### config.mk
export PLATFORM = sky130hd
export DESIGN_NAME = copro_regfile
export DESIGN_NICKNAME = d
export VERILOG_FILES = /design/src/common/copro_pkg.sv /design/src/hdl/copro_regfile.sv
export VERILOG_INCLUDE_DIRS = /design/src /design/src/common
export SDC_FILE = /design/constraint.sdc
export NUM_CORES = 2
export LEC_CHECK = 0
export ABC_CLOCK_PERIOD_IN_PS = 2950
export BUFFER_PORTS_ARGS = -buffer_cell sky130_fd_sc_hd__buf_2
export CAP_MARGIN = 5
export CORE_MARGIN = 3
export CORE_UTILIZATION = 30
export CTS_CLUSTER_SIZE = 10
export DETAILED_ROUTE_END_ITERATION = 12
export GPL_TIMING_DRIVEN = 0
export HOLD_SLACK_MARGIN = 0.02
export RECOVER_POWER = 25
export SKIP_CTS_REPAIR_TIMING = 1
export SYNTH_ARGS = -nofsm -noshare
export SYNTH_HDL_FRONTEND = slang
export SYNTH_SLANG_ARGS = --single-unit
### constraint.sdc
create_clock -name clk -period 2.95 [get_ports clk]
set_clock_uncertainty 0.05 [all_clocks]
set_input_delay 0.1475 -clock clk [delete_from_list [all_inputs] [get_ports clk]]
set_output_delay 0.1475 -clock clk [all_outputs]
set_load 0.01 [all_outputs]
### src/common/copro_defines.svh
`ifndef COPRO_DEFINES_SVH
`define COPRO_DEFINES_SVH

// ===========================================================================
// Datapath widths
// ===========================================================================
`define COPRO_WORD_W      64   // Register and store data
`define COPRO_INSTR_W     32   // One program word
`define COPRO_IMM_W       15   // Immediate field, sign extended on use
`define COPRO_REG_SEL_W   4    // Register number, r0 reads zero

// ===========================================================================
// Address spaces and depths
// ===========================================================================
`define COPRO_IP_W        10   // 1024 program words
`define COPRO_ADR_W       16   // Store address space
`define COPRO_STACK_DEPTH 16   // Return addresses

`endif

### src/common/copro_pkg.sv
`default_nettype none

`include "copro_defines.svh"

package copro_pkg;

	typedef logic [`COPRO_WORD_W-1:0]    word_t;     // Register value
	typedef logic [`COPRO_IP_W-1:0]      iaddr_t;    // Program address
	typedef logic [`COPRO_ADR_W-1:0]     addr_t;     // Store address
	typedef logic [`COPRO_REG_SEL_W-1:0] reg_sel_t;  // Register number

	// Opcodes keep the encodings of the larger core
	typedef enum logic [4:0] {
		OP_NOP    = 5'd0,
		OP_WAIT   = 5'd1,
		OP_JCC    = 5'd4,
		OP_JMP    = 5'd9,
		OP_STORE  = 5'd17,
		OP_STOREI = 5'd18,
		OP_SHL    = 5'd20,
		OP_SHR    = 5'd21,
		OP_ADD    = 5'd22,
		OP_AND    = 5'd24,
		OP_OR     = 5'd25,
		OP_XOR    = 5'd26
	} opcode_t;

	// Branch condition, carried in the rd field of a JCC
	typedef enum logic [3:0] {
		JEQ = 4'd0,
		JNE = 4'd1,
		JLT = 4'd2,
		JLE = 4'd3,
		JGE = 4'd4,
		JGT = 4'd5
	} cond_t;

	// JMP subcodes, also in rd
	localparam logic [3:0] JMP_REG = 4'd0;
	localparam logic [3:0] JMP_JSR = 4'd1;
	localparam logic [3:0] JMP_RET = 4'd2;

	typedef struct packed {
		logic [`COPRO_IMM_W-1:0] imm;  // Top of the word
		reg_sel_t                rs2;
		reg_sel_t                rs1;
		reg_sel_t                rd;   // Also condition or JMP subcode
		opcode_t                 opcode;
	} instr_t;

	typedef enum logic [1:0] {
		st_idle,
		st_fetch,
		st_exec,
		st_halt
	} seq_state_t;

	typedef struct packed {
		addr_t adr;
		word_t dat;
	} store_t;

endpackage

`default_nettype wire

### src/hdl/copro_regfile.sv
`timescale 1ns/1ps
`default_nettype none

`include "copro_defines.svh"

module copro_regfile (
	input  wire logic                clk,
	input  wire logic                rst,
	input  wire copro_pkg::reg_sel_t rs1_i,
	input  wire copro_pkg::reg_sel_t rs2_i,
	input  wire logic                wb_en_i,
	input  wire copro_pkg::reg_sel_t wb_sel_i,
	input  wire copro_pkg::word_t    wb_dat_i,
	output copro_pkg::word_t         a_o,
	output copro_pkg::word_t         b_o
);

	localparam int NREG = 2 ** `COPRO_REG_SEL_W;

	copro_pkg::word_t regs [1:NREG-1];   // No storage behind r0

	always_ff @(posedge clk) begin
		if (rst) begin
			for (int i = 1; i < NREG; i++)
				regs[i] <= '0;
		end else if (wb_en_i && (wb_sel_i != '0)) begin   // r0 writes vanish
			regs[wb_sel_i] <= wb_dat_i;
		end
	end

	// Combinational read ports
	assign a_o = (rs1_i == '0) ? '0 : regs[rs1_i];
	assign b_o = (rs2_i == '0) ? '0 : regs[rs2_i];

endmodule

`default_nettype wire

# Yosys cells after proc, flatten, opt, wreduce, memory -nomap -nowiden
# Memories as Yosys holds them, arrays and structs flattened.
# Index checks and enable logic that the tools add are counted.
totals:
  regBits: 0
  ramBits: 960
  input_bits: 79
  output_inout_bits: 128
  word_cells: 16
  mem_count: 1
classes:
  n_mux: 10
  n_reduce_logical: 5
memory_table:
  columns: ["name", "words", "word_bits", "rd", "rd_ports_with_merged_regs", "wr", "line", "rtl"]
  rows:
  - ["regs", 15, 64, 2, 0, 15, "copro_regfile.sv:20", "copro_pkg::word_t regs [1:NREG-1];"]
op_table:
  columns: ["op", "count"]
  rows:
  - ["$mux W64", 3]
  - ["$reduce_or A64 Y1", 1]
  - ["$logic_not A4 Y1", 2]
  - ["$mux W1", 6]
  - ["$mux W4", 1]
  - ["$reduce_bool A4 Y1", 1]
  - ["$logic_and A1 B1 Y1", 1]

# Logic depth before layout (Yosys ltp)
logic_depth:
  depth_word: 7
  depth_mapped: 8
  depth_no_buf: 4

# Worst setup path after synthesis
# OpenSTA, ideal clock, no wires.
synth_path:
  kind: "input-to-reg"
  from: "input wb_en_i"
  to: "memory regs[2][0] in the netlist's numbering (enable)"
  setup_time_ns: 0.394
  arrival_ns: 1.814
  required_ns: 2.506
  path_slack_ns: 0.692
  path_stages: 5
  n_path_buf: 1
  cell_sequence: "nor2b_1 > nand3b_1 > nor3_1 > clkbuf_1 > or2_2"
synth_lines:
  columns: ["element", "line", "rtl"]
  rows:
  - ["start, declared", "copro_regfile.sv:11", "input wire logic wb_en_i,"]
  - ["end, declared", "copro_regfile.sv:20", null]

# Final worst setup path
layout_path:
  from: "input rs1_i[1]"
  to: "output a_o[1]"
layout_between:
  elab_chain_len: 2
  elab_cells_between_ends: 3
  classes_between: "mux: 1; reduce/logical: 1; memory: 1"
layout_rtl:
  columns: ["element", "line", "rtl"]
  rows:
  - ["start, declared", "copro_regfile.sv:9", "input wire copro_pkg::reg_sel_t rs1_i,"]
  - ["$mem_v2 Z15 W64 or $logic_not A4 Y1 (tied branches)", null, null]
  - ["$mux W64 *", "copro_regfile.sv:32", "assign a_o = (rs1_i == '0) ? '0 : regs[rs1_i];"]
  - ["end, declared", "copro_regfile.sv:14", "output copro_pkg::word_t a_o,"]
# Mark *: on every way between the ends. The rest lies on a longest branch, timed or not.

==> impl_metrics.json <==
{
  "drt-pass1-iter-count": 5,
  "p_leak_nw": 19.9,
  "wirelength_mm": 172,
  "largest_reg_flops": 961,
  "whs_endpoint": "regs[4][17]",
  "chipWidth_microns": 417,
  "cts.sinks": 961,
  "drive_gt1_frac": 0.288,
  "status": "finished, violations left",
  "path_buf_inv": 5,
  "path_cells": "clkbuf_4 -> clkbuf_4 -> clkbuf_4 -> clkbuf_4 -> mux4_2 -> mux2i_1 -> a21oi_1 -> buf_2",
  "drt_iter0_drc": 3282,
  "worst_path_most_repeated_cell": "clkbuf_4",
  "path_class": "input pin to output port",
  "rsz0062_at_grt": "true",
  "instances_no_fill": 5873,
  "largest-register": "regs",
  "gp_congestion": 0.830,
  "antenna_left": 0,
  "syn_to_final_growth_pct": 15.9,
  "grt_pass1_vias": 32478,
  "crit_family": "buffers and inverters",
  "timing.final.ws_setup_ns": -0.0761,
  "relSlewSlack": 0.153,
  "yosys.area.top_type": "edfxtp_1",
  "cp-end-kind": "output port",
  "clk_path_buf_depth": 3,
  "peakVddDrop_v": 0.000480,
  "grt_max_degree": 45,
  "ys_warn_count": 0,
  "synth_area_sq_um": 50700,
  "grt_use_total": 0.195,
  "io_pins": 207,
  "slowest_delay_ns": 0.48,
  "synth-seq-cells": 961,
  "cap_violations": 0,
  "final_max_slew_viol_count": 0,
  "fin_crit_ns": 3.03,
  "htreeDepth": 3,
  "dp_cells": 5638,
  "grt_pass1_wl_mm": 242,
  "dpl.hpwl_mm": 119,
  "avgSynthCellArea_sq_um": 15.8,
  "reg_top3": "regs (961)",
  "placement_rows": 150,
  "crit_fanout": 10,
  "seqPwrFrac": 0.488,
  "hp-start": "rst",
  "grt-ovfl-total": 0,
  "powerDensity_nw_per_um2": 564,
  "die_area_sq_um": 174000,
  "switchingPower_mw": 8.36,
  "die_y_microns": 417,
  "tightest_slew_ns": 1.27,
  "power_mw": 33.1,
  "core_sq_um": 168000,
  "pwr-share-clk": 0.379,
  "crit_slowest_cell": "a21oi_1",
  "nNetsFinal": 3691,
  "cts_root_buf": "clkbuf_16",
  "hp-class": "input pin to flop",
  "seq_area_frac_synth": 0.569,
  "cts_buffers": 113,
  "viasPerCell": 5.35,
  "cp-start-kind": "input pin",
  "final.period_utilization": 1.03,
  "fmax_mhz": 330,
  "p_comb_frac": 0.133,
  "port_buffers": 199,
  "cts_tree": "built",
  "hold_viol_final": 0,
  "path_clk_slew_ns": 0.06,
  "wl_per_cell_microns": 29.3,
  "swShare": 0.252,
  "post-route-util": 0.351,
  "initial_core_util": 0.303,
  "vias": 31427,
  "violations": "setup timing",
  "synth.top_cell.area_share": 0.569,
  "synth_cell_types": 30,
  "syn_nets": 3298,
  "arrival_ns": 2.83,
  "crit_required_ns": 2.75,
  "netlist_instances": 3219,
  "p_int_mw": 24.8,
  "setup_viol_count_final": 43,
  "worstHoldPathCells": 2,
  "cp.depth": 8,
  "drc_errors": 0,
  "yosys-top-cells-area": "edfxtp_1 (57%), mux4_2 (20%), and2_1 (12%)",
  "antenna_found_initial": 15
}
-- metrics by stage --
step	setup TNS [ns]	hold WS [ns]	instance area (sq um)	setup WS (ns)
after floorplan	0	0.196	50700	0.692
after global placement	-1639.00	0.384	54500	-2.09
after detailed placement	-436.14	0.388	54900	-0.725
after CTS	-34.66	-0.346	58100	-0.713
after global routing	-0.136	0.266	58800	-0.0388
final	-0.821	0.287	58800	-0.0761
-- synthesized netlist by cell type --
| master | n |
|---|---|
| a21boi_0 | 1 |
| nor2b_1 | 3 |
| a311oi_1 | 2 |
| inv_1 | 4 |
| o21ai_0 | 66 |
| buf_1 | 8 |
| clkbuf_1 | 236 |
| a221o_1 | 62 |
| edfxtp_1 | 961 |
| nor3_1 | 3 |
| nand3_1 | 2 |
| mux2_2 | 126 |
| nand2_1 | 3 |
| mux2i_1 | 65 |
| or2_2 | 16 |
| buf_2 | 79 |
| a211oi_1 | 1 |
| nand3b_1 | 2 |
| and2_1 | 960 |
| conb_1 | 1 |
| o221ai_1 | 1 |
| buf_4 | 1 |
| a22o_1 | 63 |
| nand2b_1 | 4 |
| buf_6 | 20 |
| mux4_2 | 448 |
| a21oi_1 | 65 |
| a31oi_1 | 1 |
| nor2_1 | 14 |
| o2bb2ai_1 | 1 |
-- kinds of logic after synthesis --
| group | synth area share |
|---|---|
| multiplexers | 0.240 |
| buffers and inverters | 0.0307 |
| other | 0.0000739 |
| AND/OR/NAND/NOR | 0.123 |
| flip-flops | 0.569 |
| AO/OA/AOI/OAI | 0.0372 |
-- cell usage in the layout (no fill, tap or decap), drive strengths merged, types with 2 or more instances in the layout --
master / netlist / layout
buf: 108 / 305
a311oi: 2 / 2
nand2b: 4 / 4
nand3: 2 / 2
a22o: 63 / 63
mux2: 126 / 126
clkbuf: 236 / 390
mux4: 448 / 448
diode: 0 / 8
nor3: 3 / 3
edfxtp: 961 / 961
dlygate4sd3: 0 / 64
nand2: 3 / 3
mux2i: 65 / 65
a221o: 62 / 62
clkinv: 0 / 23
nor2b: 3 / 3
a21oi: 65 / 65
nor2: 14 / 14
inv: 4 / 7
nand3b: 2 / 2
o21ai: 66 / 66
and2: 960 / 960
or2: 16 / 16
-- area by class of cell --
| class | instances | area (sq um) |
|---|---|---|
| diodes | 8 | 20.0 |
| inverters | 4 | 15.0 |
| clock inverters | 27 | 193 |
| repair buffers | 279 | 2030 |
| flip-flops and latches | 961 | 28900 |
| clock buffers | 137 | 2960 |
| multi-input cells | 1910 | 20400 |
| fillers | 16062 | 109000 |
| well taps | 2204 | 2760 |
| plain buffers | 343 | 1600 |
-- power groups by stage --
stage / sequential, mW / clock [mW] / combinational, mW
2_1_floorplan: 16.3 / 0 / 2.56
3_3_place_gp: 16.4 / 0 / 4.25
3_5_place_dp: 16.5 / 0 / 4.37
4_1_cts: 16.2 / 12.7 / 4.38
5_1_grt: 16.3 / 13.2 / 4.63
6_report: 16.2 / 12.6 / 4.40
-- metal layers --
metal | vias to the layer above | part of all wire | GRT usage
li1 | 13216 | - | -
met1 | 16604 | 0.39 | 0.244
met2 | 1293 | 0.49 | 0.327
met3 | 314 | 0.067 | 0.0351
met4 | 0 | 0.049 | 0.0937
met5 | - | 0 | 0
-- worst max path at each step --
stage	startpoint	endpoint	slack, ns
2_1_floorplan	wb_en_i	regs[2][0]	0.69
3_3_place_gp	rst	regs[14][44]	-2.09
3_5_place_dp	rst	regs[5][48]	-0.73
4_1_cts	rs2_i[3]	b_o[62]	-0.71
5_1_grt	rs2_i[1]	b_o[10]	-0.04
6_report	rs1_i[1]	a_o[1]	-0.08
Note: power is estimated with default switching activity, not from simulation.
