$ cat src/common/copro_defines.svh
`ifndef COPRO_DEFINES_SVH
`define COPRO_DEFINES_SVH

// ===========================================================================
// Datapath widths
// ===========================================================================
`define COPRO_WORD_W      64   // Register and store data
`define COPRO_INSTR_W     32   // One program word
`define COPRO_IMM_W       15   // Immediate field, sign extended on use
`define COPRO_REG_SEL_W   4    // Register number, r0 reads zero

// ===========================================================================
// Address spaces and depths
// ===========================================================================
`define COPRO_IP_W        10   // 1024 program words
`define COPRO_ADR_W       16   // Store address space
`define COPRO_STACK_DEPTH 16   // Return addresses

`endif

$ cat src/common/copro_pkg.sv
`default_nettype none

`include "copro_defines.svh"

package copro_pkg;

	typedef logic [`COPRO_WORD_W-1:0]    word_t;     // Register value
	typedef logic [`COPRO_IP_W-1:0]      iaddr_t;    // Program address
	typedef logic [`COPRO_ADR_W-1:0]     addr_t;     // Store address
	typedef logic [`COPRO_REG_SEL_W-1:0] reg_sel_t;  // Register number

	// Opcodes keep the encodings of the larger core
	typedef enum logic [4:0] {
		OP_NOP    = 5'd0,
		OP_WAIT   = 5'd1,
		OP_JCC    = 5'd4,
		OP_JMP    = 5'd9,
		OP_STORE  = 5'd17,
		OP_STOREI = 5'd18,
		OP_SHL    = 5'd20,
		OP_SHR    = 5'd21,
		OP_ADD    = 5'd22,
		OP_AND    = 5'd24,
		OP_OR     = 5'd25,
		OP_XOR    = 5'd26
	} opcode_t;

	// Branch condition, carried in the rd field of a JCC
	typedef enum logic [3:0] {
		JEQ = 4'd0,
		JNE = 4'd1,
		JLT = 4'd2,
		JLE = 4'd3,
		JGE = 4'd4,
		JGT = 4'd5
	} cond_t;

	// JMP subcodes, also in rd
	localparam logic [3:0] JMP_REG = 4'd0;
	localparam logic [3:0] JMP_JSR = 4'd1;
	localparam logic [3:0] JMP_RET = 4'd2;

	typedef struct packed {
		logic [`COPRO_IMM_W-1:0] imm;  // Top of the word
		reg_sel_t                rs2;
		reg_sel_t                rs1;
		reg_sel_t                rd;   // Also condition or JMP subcode
		opcode_t                 opcode;
	} instr_t;

	typedef enum logic [1:0] {
		st_idle,
		st_fetch,
		st_exec,
		st_halt
	} seq_state_t;

	typedef struct packed {
		addr_t adr;
		word_t dat;
	} store_t;

endpackage

`default_nettype wire

$ cat src/sequencer/copro_call_stack.sv
`timescale 1ns/1ps
`default_nettype none

`include "copro_defines.svh"

module copro_call_stack #(
	parameter int DEPTH = `COPRO_STACK_DEPTH
) (
	input  wire logic              clk,
	input  wire logic              rst,
	input  wire logic              push_i,       // JSR
	input  wire logic              pop_i,        // RET
	input  wire copro_pkg::iaddr_t push_adr_i,
	output copro_pkg::iaddr_t      top_o         // Last pushed address
);

	localparam int SP_W  = $clog2(DEPTH + 1);   // Counts 0..DEPTH entries
	localparam int IDX_W = $clog2(DEPTH);

	copro_pkg::iaddr_t stack [DEPTH];   // Return addresses only
	logic [SP_W-1:0]   sp;              // Number of entries held
	logic [IDX_W-1:0]  top_idx;

	assign top_idx = IDX_W'(sp - 1'b1);
	assign top_o   = stack[top_idx];

	always_ff @(posedge clk) begin
		if (rst)
			sp <= '0;
		else if (push_i)
			sp <= sp + 1'b1;
		else if (pop_i)
			sp <= sp - 1'b1;
	end

	always_ff @(posedge clk) begin
		if (push_i)
			stack[sp[IDX_W-1:0]] <= push_adr_i;   // Next free slot
	end

	a_no_overflow: assert property (@(posedge clk) disable iff (rst)
		push_i |-> (sp != SP_W'(DEPTH)));
	a_no_underflow: assert property (@(posedge clk) disable iff (rst)
		pop_i |-> (sp != '0));
	a_one_op: assert property (@(posedge clk) disable iff (rst)
		!(push_i && pop_i));

endmodule

`default_nettype wire

$ cat src/sequencer/copro_sequencer.sv
`timescale 1ns/1ps
`default_nettype none

`include "copro_defines.svh"

module copro_sequencer (
	input  wire logic               clk,
	input  wire logic               rst,
	input  wire logic               run_i,
	input  wire copro_pkg::instr_t  instr_i,      // Valid in st_exec
	input  wire copro_pkg::word_t   result_i,     // ALU result or a+simm
	input  wire logic               taken_i,      // JCC decision
	input  wire copro_pkg::word_t   b_i,          // Store data
	output copro_pkg::iaddr_t       fetch_adr_o,
	output logic                    wb_en_o,
	output copro_pkg::reg_sel_t     wb_sel_o,
	output copro_pkg::word_t        wb_dat_o,
	output logic                    store_valid_o,
	output copro_pkg::store_t       store_o,
	output logic                    done_o
);

	copro_pkg::seq_state_t state;
	copro_pkg::iaddr_t     ip;
	copro_pkg::iaddr_t     ip_inc;
	copro_pkg::iaddr_t     stack_top;   // Return address for RET
	logic                  exec;        // Instruction executes this cycle
	logic                  is_alu;
	logic                  is_store;
	logic                  is_jsr;
	logic                  is_ret;

	// ===========================================================================
	// Decode
	// ===========================================================================
	assign exec     = (state == copro_pkg::st_exec) && run_i;
	assign ip_inc   = ip + 1'b1;
	assign is_alu   = instr_i.opcode inside {copro_pkg::OP_SHL, copro_pkg::OP_SHR,
		copro_pkg::OP_ADD, copro_pkg::OP_AND, copro_pkg::OP_OR, copro_pkg::OP_XOR};
	assign is_store = instr_i.opcode inside {copro_pkg::OP_STORE, copro_pkg::OP_STOREI};
	assign is_jsr   = (instr_i.opcode == copro_pkg::OP_JMP) && (instr_i.rd == copro_pkg::JMP_JSR);
	assign is_ret   = (instr_i.opcode == copro_pkg::OP_JMP) && (instr_i.rd == copro_pkg::JMP_RET);

	assign fetch_adr_o = ip;   // Sampled by the RAM at the end of st_fetch
	assign wb_en_o     = exec && is_alu;
	assign wb_sel_o    = instr_i.rd;    // r0 writes dropped in the register file
	assign wb_dat_o    = result_i;
	assign done_o      = (state == copro_pkg::st_halt);

	copro_call_stack u_call_stack (
		.clk        (clk),
		.rst        (rst),
		.push_i     (exec && is_jsr),
		.pop_i      (exec && is_ret),
		.push_adr_i (ip_inc),         // Return to the word after the JSR
		.top_o      (stack_top)
	);

	// ===========================================================================
	// Fetch / execute FSM and instruction pointer
	// ===========================================================================
	always_ff @(posedge clk) begin
		if (rst || !run_i) begin   // Run low rewinds to address 0
			state <= copro_pkg::st_idle;
			ip    <= '0;
		end else begin
			case (state)
			copro_pkg::st_idle: begin
				state <= copro_pkg::st_fetch;
				ip    <= '0;
			end
			copro_pkg::st_fetch:
				state <= copro_pkg::st_exec;
			copro_pkg::st_exec: begin
				state <= copro_pkg::st_fetch;   // Next fetch uses the new ip, no bubble
				ip    <= ip_inc;
				case (instr_i.opcode)
				copro_pkg::OP_WAIT: begin
					state <= copro_pkg::st_halt;
					ip    <= ip;
				end
				copro_pkg::OP_JCC:
					if (taken_i)
						ip <= instr_i.imm[`COPRO_IP_W-1:0];   // Absolute target
				copro_pkg::OP_JMP:
					case (instr_i.rd)
					copro_pkg::JMP_REG, copro_pkg::JMP_JSR:
						ip <= result_i[`COPRO_IP_W-1:0];   // a + simm
					copro_pkg::JMP_RET:
						ip <= stack_top;
					default: ;   // Unknown subcode falls through
					endcase
				default: ;
				endcase
			end
			copro_pkg::st_halt: ;   // Held until run_i falls
			default:
				state <= copro_pkg::st_idle;
			endcase
		end
	end

	// ===========================================================================
	// Store strobe, one cycle after st_exec
	// ===========================================================================
	always_ff @(posedge clk) begin
		if (rst)
			store_valid_o <= 1'b0;
		else
			store_valid_o <= exec && is_store;
	end

	always_ff @(posedge clk) begin
		if (exec && is_store) begin
			store_o.adr <= result_i[`COPRO_ADR_W-1:0];   // Truncated a + simm
			if (instr_i.opcode == copro_pkg::OP_STORE)
				store_o.dat <= b_i;
			else
				store_o.dat <= {{(`COPRO_WORD_W-`COPRO_REG_SEL_W){1'b0}}, instr_i.rd};
		end
	end

	// Every instruction spends a fetch cycle, so strobes never touch
	a_store_gap: assert property (@(posedge clk) disable iff (rst)
		store_valid_o |=> !store_valid_o);

endmodule

`default_nettype wire
$ cat config.mk
export PLATFORM = sky130hd
export DESIGN_NAME = copro_sequencer
export DESIGN_NICKNAME = d
export VERILOG_FILES = /design/src/common/copro_pkg.sv /design/src/sequencer/copro_call_stack.sv /design/src/sequencer/copro_sequencer.sv
export VERILOG_INCLUDE_DIRS = /design/src /design/src/common
export SDC_FILE = /design/constraint.sdc
export NUM_CORES = 1
export LEC_CHECK = 0
export ABC_AREA = 1
export BUFFER_PORTS_ARGS = -buffer_cell sky130_fd_sc_hd__buf_4
export CELL_PAD_IN_SITES_DETAIL_PLACEMENT = 0
export CELL_PAD_IN_SITES_GLOBAL_PLACEMENT = 1
export CORE_MARGIN = 5
export CORE_UTILIZATION = 40
export DETAILED_ROUTE_END_ITERATION = 10
export PLACE_DENSITY_LB_ADDON = 0.1
export SLEW_MARGIN = 40
export SYNTH_ARGS = -nofsm -noshare
export SYNTH_HDL_FRONTEND = slang
export SYNTH_HIERARCHICAL = 1
export SYNTH_SLANG_ARGS = --single-unit
$ cat constraint.sdc
create_clock -name clk -period 13 [get_ports clk]
set_clock_uncertainty 0.1 [all_clocks]
set_input_delay 1.3 -clock clk [delete_from_list [all_inputs] [get_ports clk]]
set_output_delay 1.3 -clock clk [all_outputs]
set_load 0.01 [all_outputs]
* Word-level counts from Yosys, hierarchy flattened *
Memory sizes are Yosys's and may differ from the RTL's.
Index checks and enable logic that the tools add are counted.

operators by class
  eq/ne operators = 17
  add/sub/neg operators = 3
  multiplexer cells = 11
  reduce and logical (&&, ||, !) cells = 18

operators with widths
  operator               count
  $eq 5x5->1 const B     8
  $pmux 10 s2            2
  $pmux 10 s3            1
  $add 10x1->10 const B  1
  $mux 10                1
  $mux 5                 2
  $logic_and 1x1->1      7
  $pmux 2 s3             1
  $reduce_bool 2->1      3
  $reduce_bool 6->1      1
  $add 5x1->5 const B    1
  $eq 5x1->1 const B     1
  $eq 5x3->1 const B     1
  $eq 5x4->1 const B     1
  $sub 5x1->5 const B    1
  $eq 2x2->1 const B     2
  $eq 4x1->1 const B     1
  $eq 4x2->1 const B     1
  $logic_not 4->1        1
  $mux 4                 1
  $reduce_bool 3->1      1
  $eq 2x1->1 const B     1
  $logic_not 2->1        1
  $mux 1                 2
  other kinds (6)        6

word-level totals
  input port bits = 164
  output and inout bits = 161
  memories = 1
  register bits = 98
  RAM bits = 160

memory list
  memory              words  bits a word  rd ports  clocked after memory_dff  write ports  line                    source
  u_call_stack.stack  16     10           1         0                         1            copro_call_stack.sv:20  copro_pkg::iaddr_t stack [DEPTH];

* Depth between registers and ports, before layout *
  depth after elaboration = 5
  gate-level depth with buffers = 17
  depth with buffers taken out = 13

* Hierarchy *
Netlist, hierarchy kept.

by module, submodules not included
  module            cells each  area an instance (sq um)  times used  seq. area each (sq um)
  copro_call_stack  715         7245.7                    1           4884.7
  copro_sequencer   533         4882.2                    1           2662.6

* Worst setup path after synthesis *
OpenSTA, ideal clock, no wires.

  path kind = input to register
  from = in run_i
  to = reg store_o[0] (netlist name) (enable)
  slack = 5.333 ns
  data required time = 12.284 ns
  library setup time = 0.616 ns
  stages on the path = 4
  arrival = 6.951 ns
  cells stage by stage = nand2_1 > inv_1 > o211ai_1 > nor3_1

on the way
  longest elaborated chain between the ends = 2

ends and longest elaborated chain
  item               line                    source
  start, declared    copro_sequencer.sv:9    input wire logic run_i,
  $logic_and 1x1->1  copro_sequencer.sv:36   assign exec = (state == copro_pkg::st_exec) && run_i;
  $logic_and 1x1->1  copro_sequencer.sv:114  if (exec && is_store) begin
  end, declared      copro_sequencer.sv:19   output copro_pkg::store_t store_o,

Every way passes these cells.
A chain may end at the register's enable or synchronous reset.

* Final worst setup path *
  from = reg u_call_stack.sp[0]
  to = reg ip[0] (netlist: fetch_adr_o[0])

on the way
  longest elaborated chain between the ends = 5

ends and longest elaborated chain
  item                    line                    source
  start, declared         copro_call_stack.sv:21  logic [SP_W-1:0] sp;
  start signal, assigned  copro_call_stack.sv:31  sp <= sp + 1'b1;
  start signal, assigned  copro_call_stack.sv:33  sp <= sp - 1'b1;
  $sub 5x1->5             n/a
  $mem_v2 16x10           n/a
  named net stack_top[0]  copro_sequencer.sv:26   copro_pkg::iaddr_t stack_top;
  $pmux 10 s2             copro_sequencer.sv:86   case (instr_i.rd)
  $pmux 10 s3             copro_sequencer.sv:77   case (instr_i.opcode)
  $pmux 10 s2             copro_sequencer.sv:67   case (state)
  end signal, assigned    copro_sequencer.sv:76   ip <= ip_inc;
  end signal, assigned    copro_sequencer.sv:80   ip <= ip;
  end signal, assigned    copro_sequencer.sv:88   ip <= result_i[`COPRO_IP_W-1:0];
  end, declared           copro_sequencer.sv:24   copro_pkg::iaddr_t ip;

The timed path passes the listed nets, and every way through them passes these cells.

==> impl_metrics.toml <==
[worst_setup_path]
startpoint_type = "register"
rrSetupSlack_ns = 9.15
crit_fanout = 39
cp.arrival_ns = 4.16
crit_path_max_incr_delay_ns = 0.83
critical_path_required_ns = 13.32
critPathKind = "register to register"
end_kind = "register"
path_cells = "inv_2, ha_1, xor2_4, nand3_1, nand3_1, nand2_1, nand3_1, nand2_1, a22oi_1, o21ai_0, nand2_1, a21oi_1"
crit_slowest_cell = "dfxtp_2"

[clocking]
postCtsSetupRepairBufs = 0
cts_tree = "yes"
clkTransAtPathRegs_ns = 0.06
ctsHtreeMaxLevel = 1
cts_resized = 0
cts_buffers = 29
ctsHoldBuffers = 0
ctsLongestPathBuffers = 3
cts.sinks = 257
root_buffer = "clkbuf_16"
insertion_delay_ns = 0.54

[synthesis]
yosysSeqAreaShare = 0.6223
yosysTopAreaCell = "edfxtp_1"
synth-main-ff-cell = "edfxtp_1"
synthArstFlopShare = 0
synth-seq-cells = 257
netlist_top_cells_area = "edfxtp_1 (59%), nand2_1 (9.5%), inv_1 (6.8%)"
synth_cell_types = 41
yosysWarnings = 6
synth.avg_cell_area_um2 = 9.718
synth-edff-count = 240
netlist_area_um2 = 12130
postSynthCellCount = 1248
syn-num-nets = 1424
synth_top_area_frac = 0.5942

[floorplan]
num_rows = 63
dieArea_um2 = 33900
die_w_um = 184.1
fp.coreArea_um2 = 29800
start_util = 0.4070
boundaryPins = 325
die_h_um = 184.1

[placement]
post-place-cells = 1749
io_buffer_count = 215
place_ws_ns = 8.953
dp.final_hpwl_um = 21500
place.gp.congestion = 0.7800

[route]
detail-route-antenna-nets = 0
drt_iter0_drc = 471
vias = 8443
wl_per_cell_um = 17.70
vias_per_cell = 4.688
drc = 0
routed_wl_um = 31870
drt_first_pass_iters = 5

[global_routing]
track_usage = 0.1823
grt_pass1_wl_um = 47800
grt-ovfl-total = 0
grt_pass1_vias = 8179
grt_max_degree = 70
antenna_found_initial = 0

[sta]
fin_ws_ns = 9.155
tns_ns = 0
rsz0062_at_grt = "false"
drv_slew = 0
slew_headroom = 0.4708
tightestPinTransition_ns = 0.7937
fin_crit_sh = 0.2958
setup_viol_count_final = 0
fmax_mhz = 260.1
fin_crit_ns = 3.845
hold_viol_final = 0

[hold_path]
min_path_type = "register to register"

[cells_and_area]
instances_no_fill = 1801
drive_gt1_frac = 0.2232
final_util = 0.4866
nNetsFinal = 1566
diodes = 0
area_growth_pct = 19.54

[job]
cap_violations = 0

[power]
p_total_mw = 1.689
power.leakage_nw = 6.559
vdd_drop_max_mv = 0.07526
pwr_density_cell_nw_per_um2 = 116.5

[outcome]
status = "finished clean"
==> metrics by stage <==
| stage | hold slack (ns) | area, um2 |
|---|---|---|
| floorplan | 0.4109 | 12130 |
| global route | 0.4423 | 14500 |
| CTS | 0.4054 | 14500 |
| global placement | 0.4009 | 13560 |
| detailed placement | 0.3961 | 13630 |
| finish | 0.4015 | 14500 |
==> worst max-delay path, delay by kind of cell, from the launching register on <==
family,cells,cell delay [ns]
simple gates,6,0.85
flops,1,0.83
xor+xnor,1,0.62
buf+inv,1,0.54
fa+ha+maj,1,0.47
compound gates,3,0.30
==> path summary, 6_finish.rpt <==
check                                                     start                          end  cells past startpoint
worst max-delay path            u_call_stack/sp[0]$_SDFFE_PP0P_  fetch_adr_o[0]$_SDFFE_PP0P_                     12
worst min-delay path                fetch_adr_o[9]$_SDFFE_PP0P_  fetch_adr_o[9]$_SDFFE_PP0P_                      2
worst max register to register  u_call_stack/sp[0]$_SDFFE_PP0P_  fetch_adr_o[0]$_SDFFE_PP0P_                     12
worst min register to register      fetch_adr_o[9]$_SDFFE_PP0P_  fetch_adr_o[9]$_SDFFE_PP0P_                      2
==> power breakdown <==
| part | switching [mW] | internal [mW] | total (mW) |
|---|---|---|---|
| logic | 0.0239 | 0.0290 | 0.0529 |
| clock network | 0.316 | 0.427 | 0.743 |
| registers | 0.000364 | 0.892 | 0.893 |
==> per-layer routing <==
| metal | routed length [um] | GRT usage | up-vias |
|---|---|---|---|
| li1 | - | - | 4190 |
| met1 | 13220 | 0.2373 | 3973 |
| met2 | 15950 | 0.3124 | 222 |
| met3 | 1705 | 0.03020 | 58 |
| met4 | 992 | 0.05886 | 0 |
| met5 | 0 | 0 | - |
==> registers in the layout, indices dropped and copies added (netlist names) <==
| signal | flops |
|---|---|
| u_call_stack/sp | 4 |
| store_valid_o | 1 |
| u_call_stack/stack | 160 |
| state | 2 |
| store_o | 80 |
| fetch_adr_o | 10 |
==> kinds of logic (layout without fill, tap and decap cells) <==
group | after synthesis | in the layout | synth area share
fa+ha+maj | 12 | 12 | 0.01238
buf+inv | 341 | 504 | 0.1340
flops | 257 | 257 | 0.6223
simple gates | 586 | 586 | 0.2046
compound gates | 46 | 46 | 0.02197
xor+xnor | 4 | 4 | 0.002889
mux | 2 | 2 | 0.001857
==> placed cells by master (no fill, tap or decap), types with 7 or more instances in the layout <==
master     count
a21oi_1       21
clkinv_1      10
nor2_1        83
nand3_1      151
inv_2          7
buf_4        222
dfxtp_1       16
nor2_2        23
o21ai_0       13
ha_1          12
nand2_1      308
clkbuf_16     29
edfxtp_1     240
inv_1        218
==> cell usage after synthesis (3+ instances only) <==
master,number
nor2_2,6
o21ai_0,13
a21oi_1,21
o211ai_1,3
dfxtp_1,17
nand2_2,4
edfxtp_1,240
ha_1,12
nand3_1,152
inv_2,7
nor2_1,100
xor2_1,3
buf_2,28
nand2_1,308
inv_1,219
buf_4,80
nand4_1,4
==> cell type report <==
cell class / count / area, um2
clock buffer: 35 / 748.2
clock inverter: 17 / 113.9
fill: 2870 / 15300
inverter: 229 / 862.1
multi-input combinational: 650 / 3059
sequential: 257 / 7548
tap: 390 / 488.0
timing repair buffer: 223 / 1678
No activity file was read; power rests on OpenSTA's default activity.
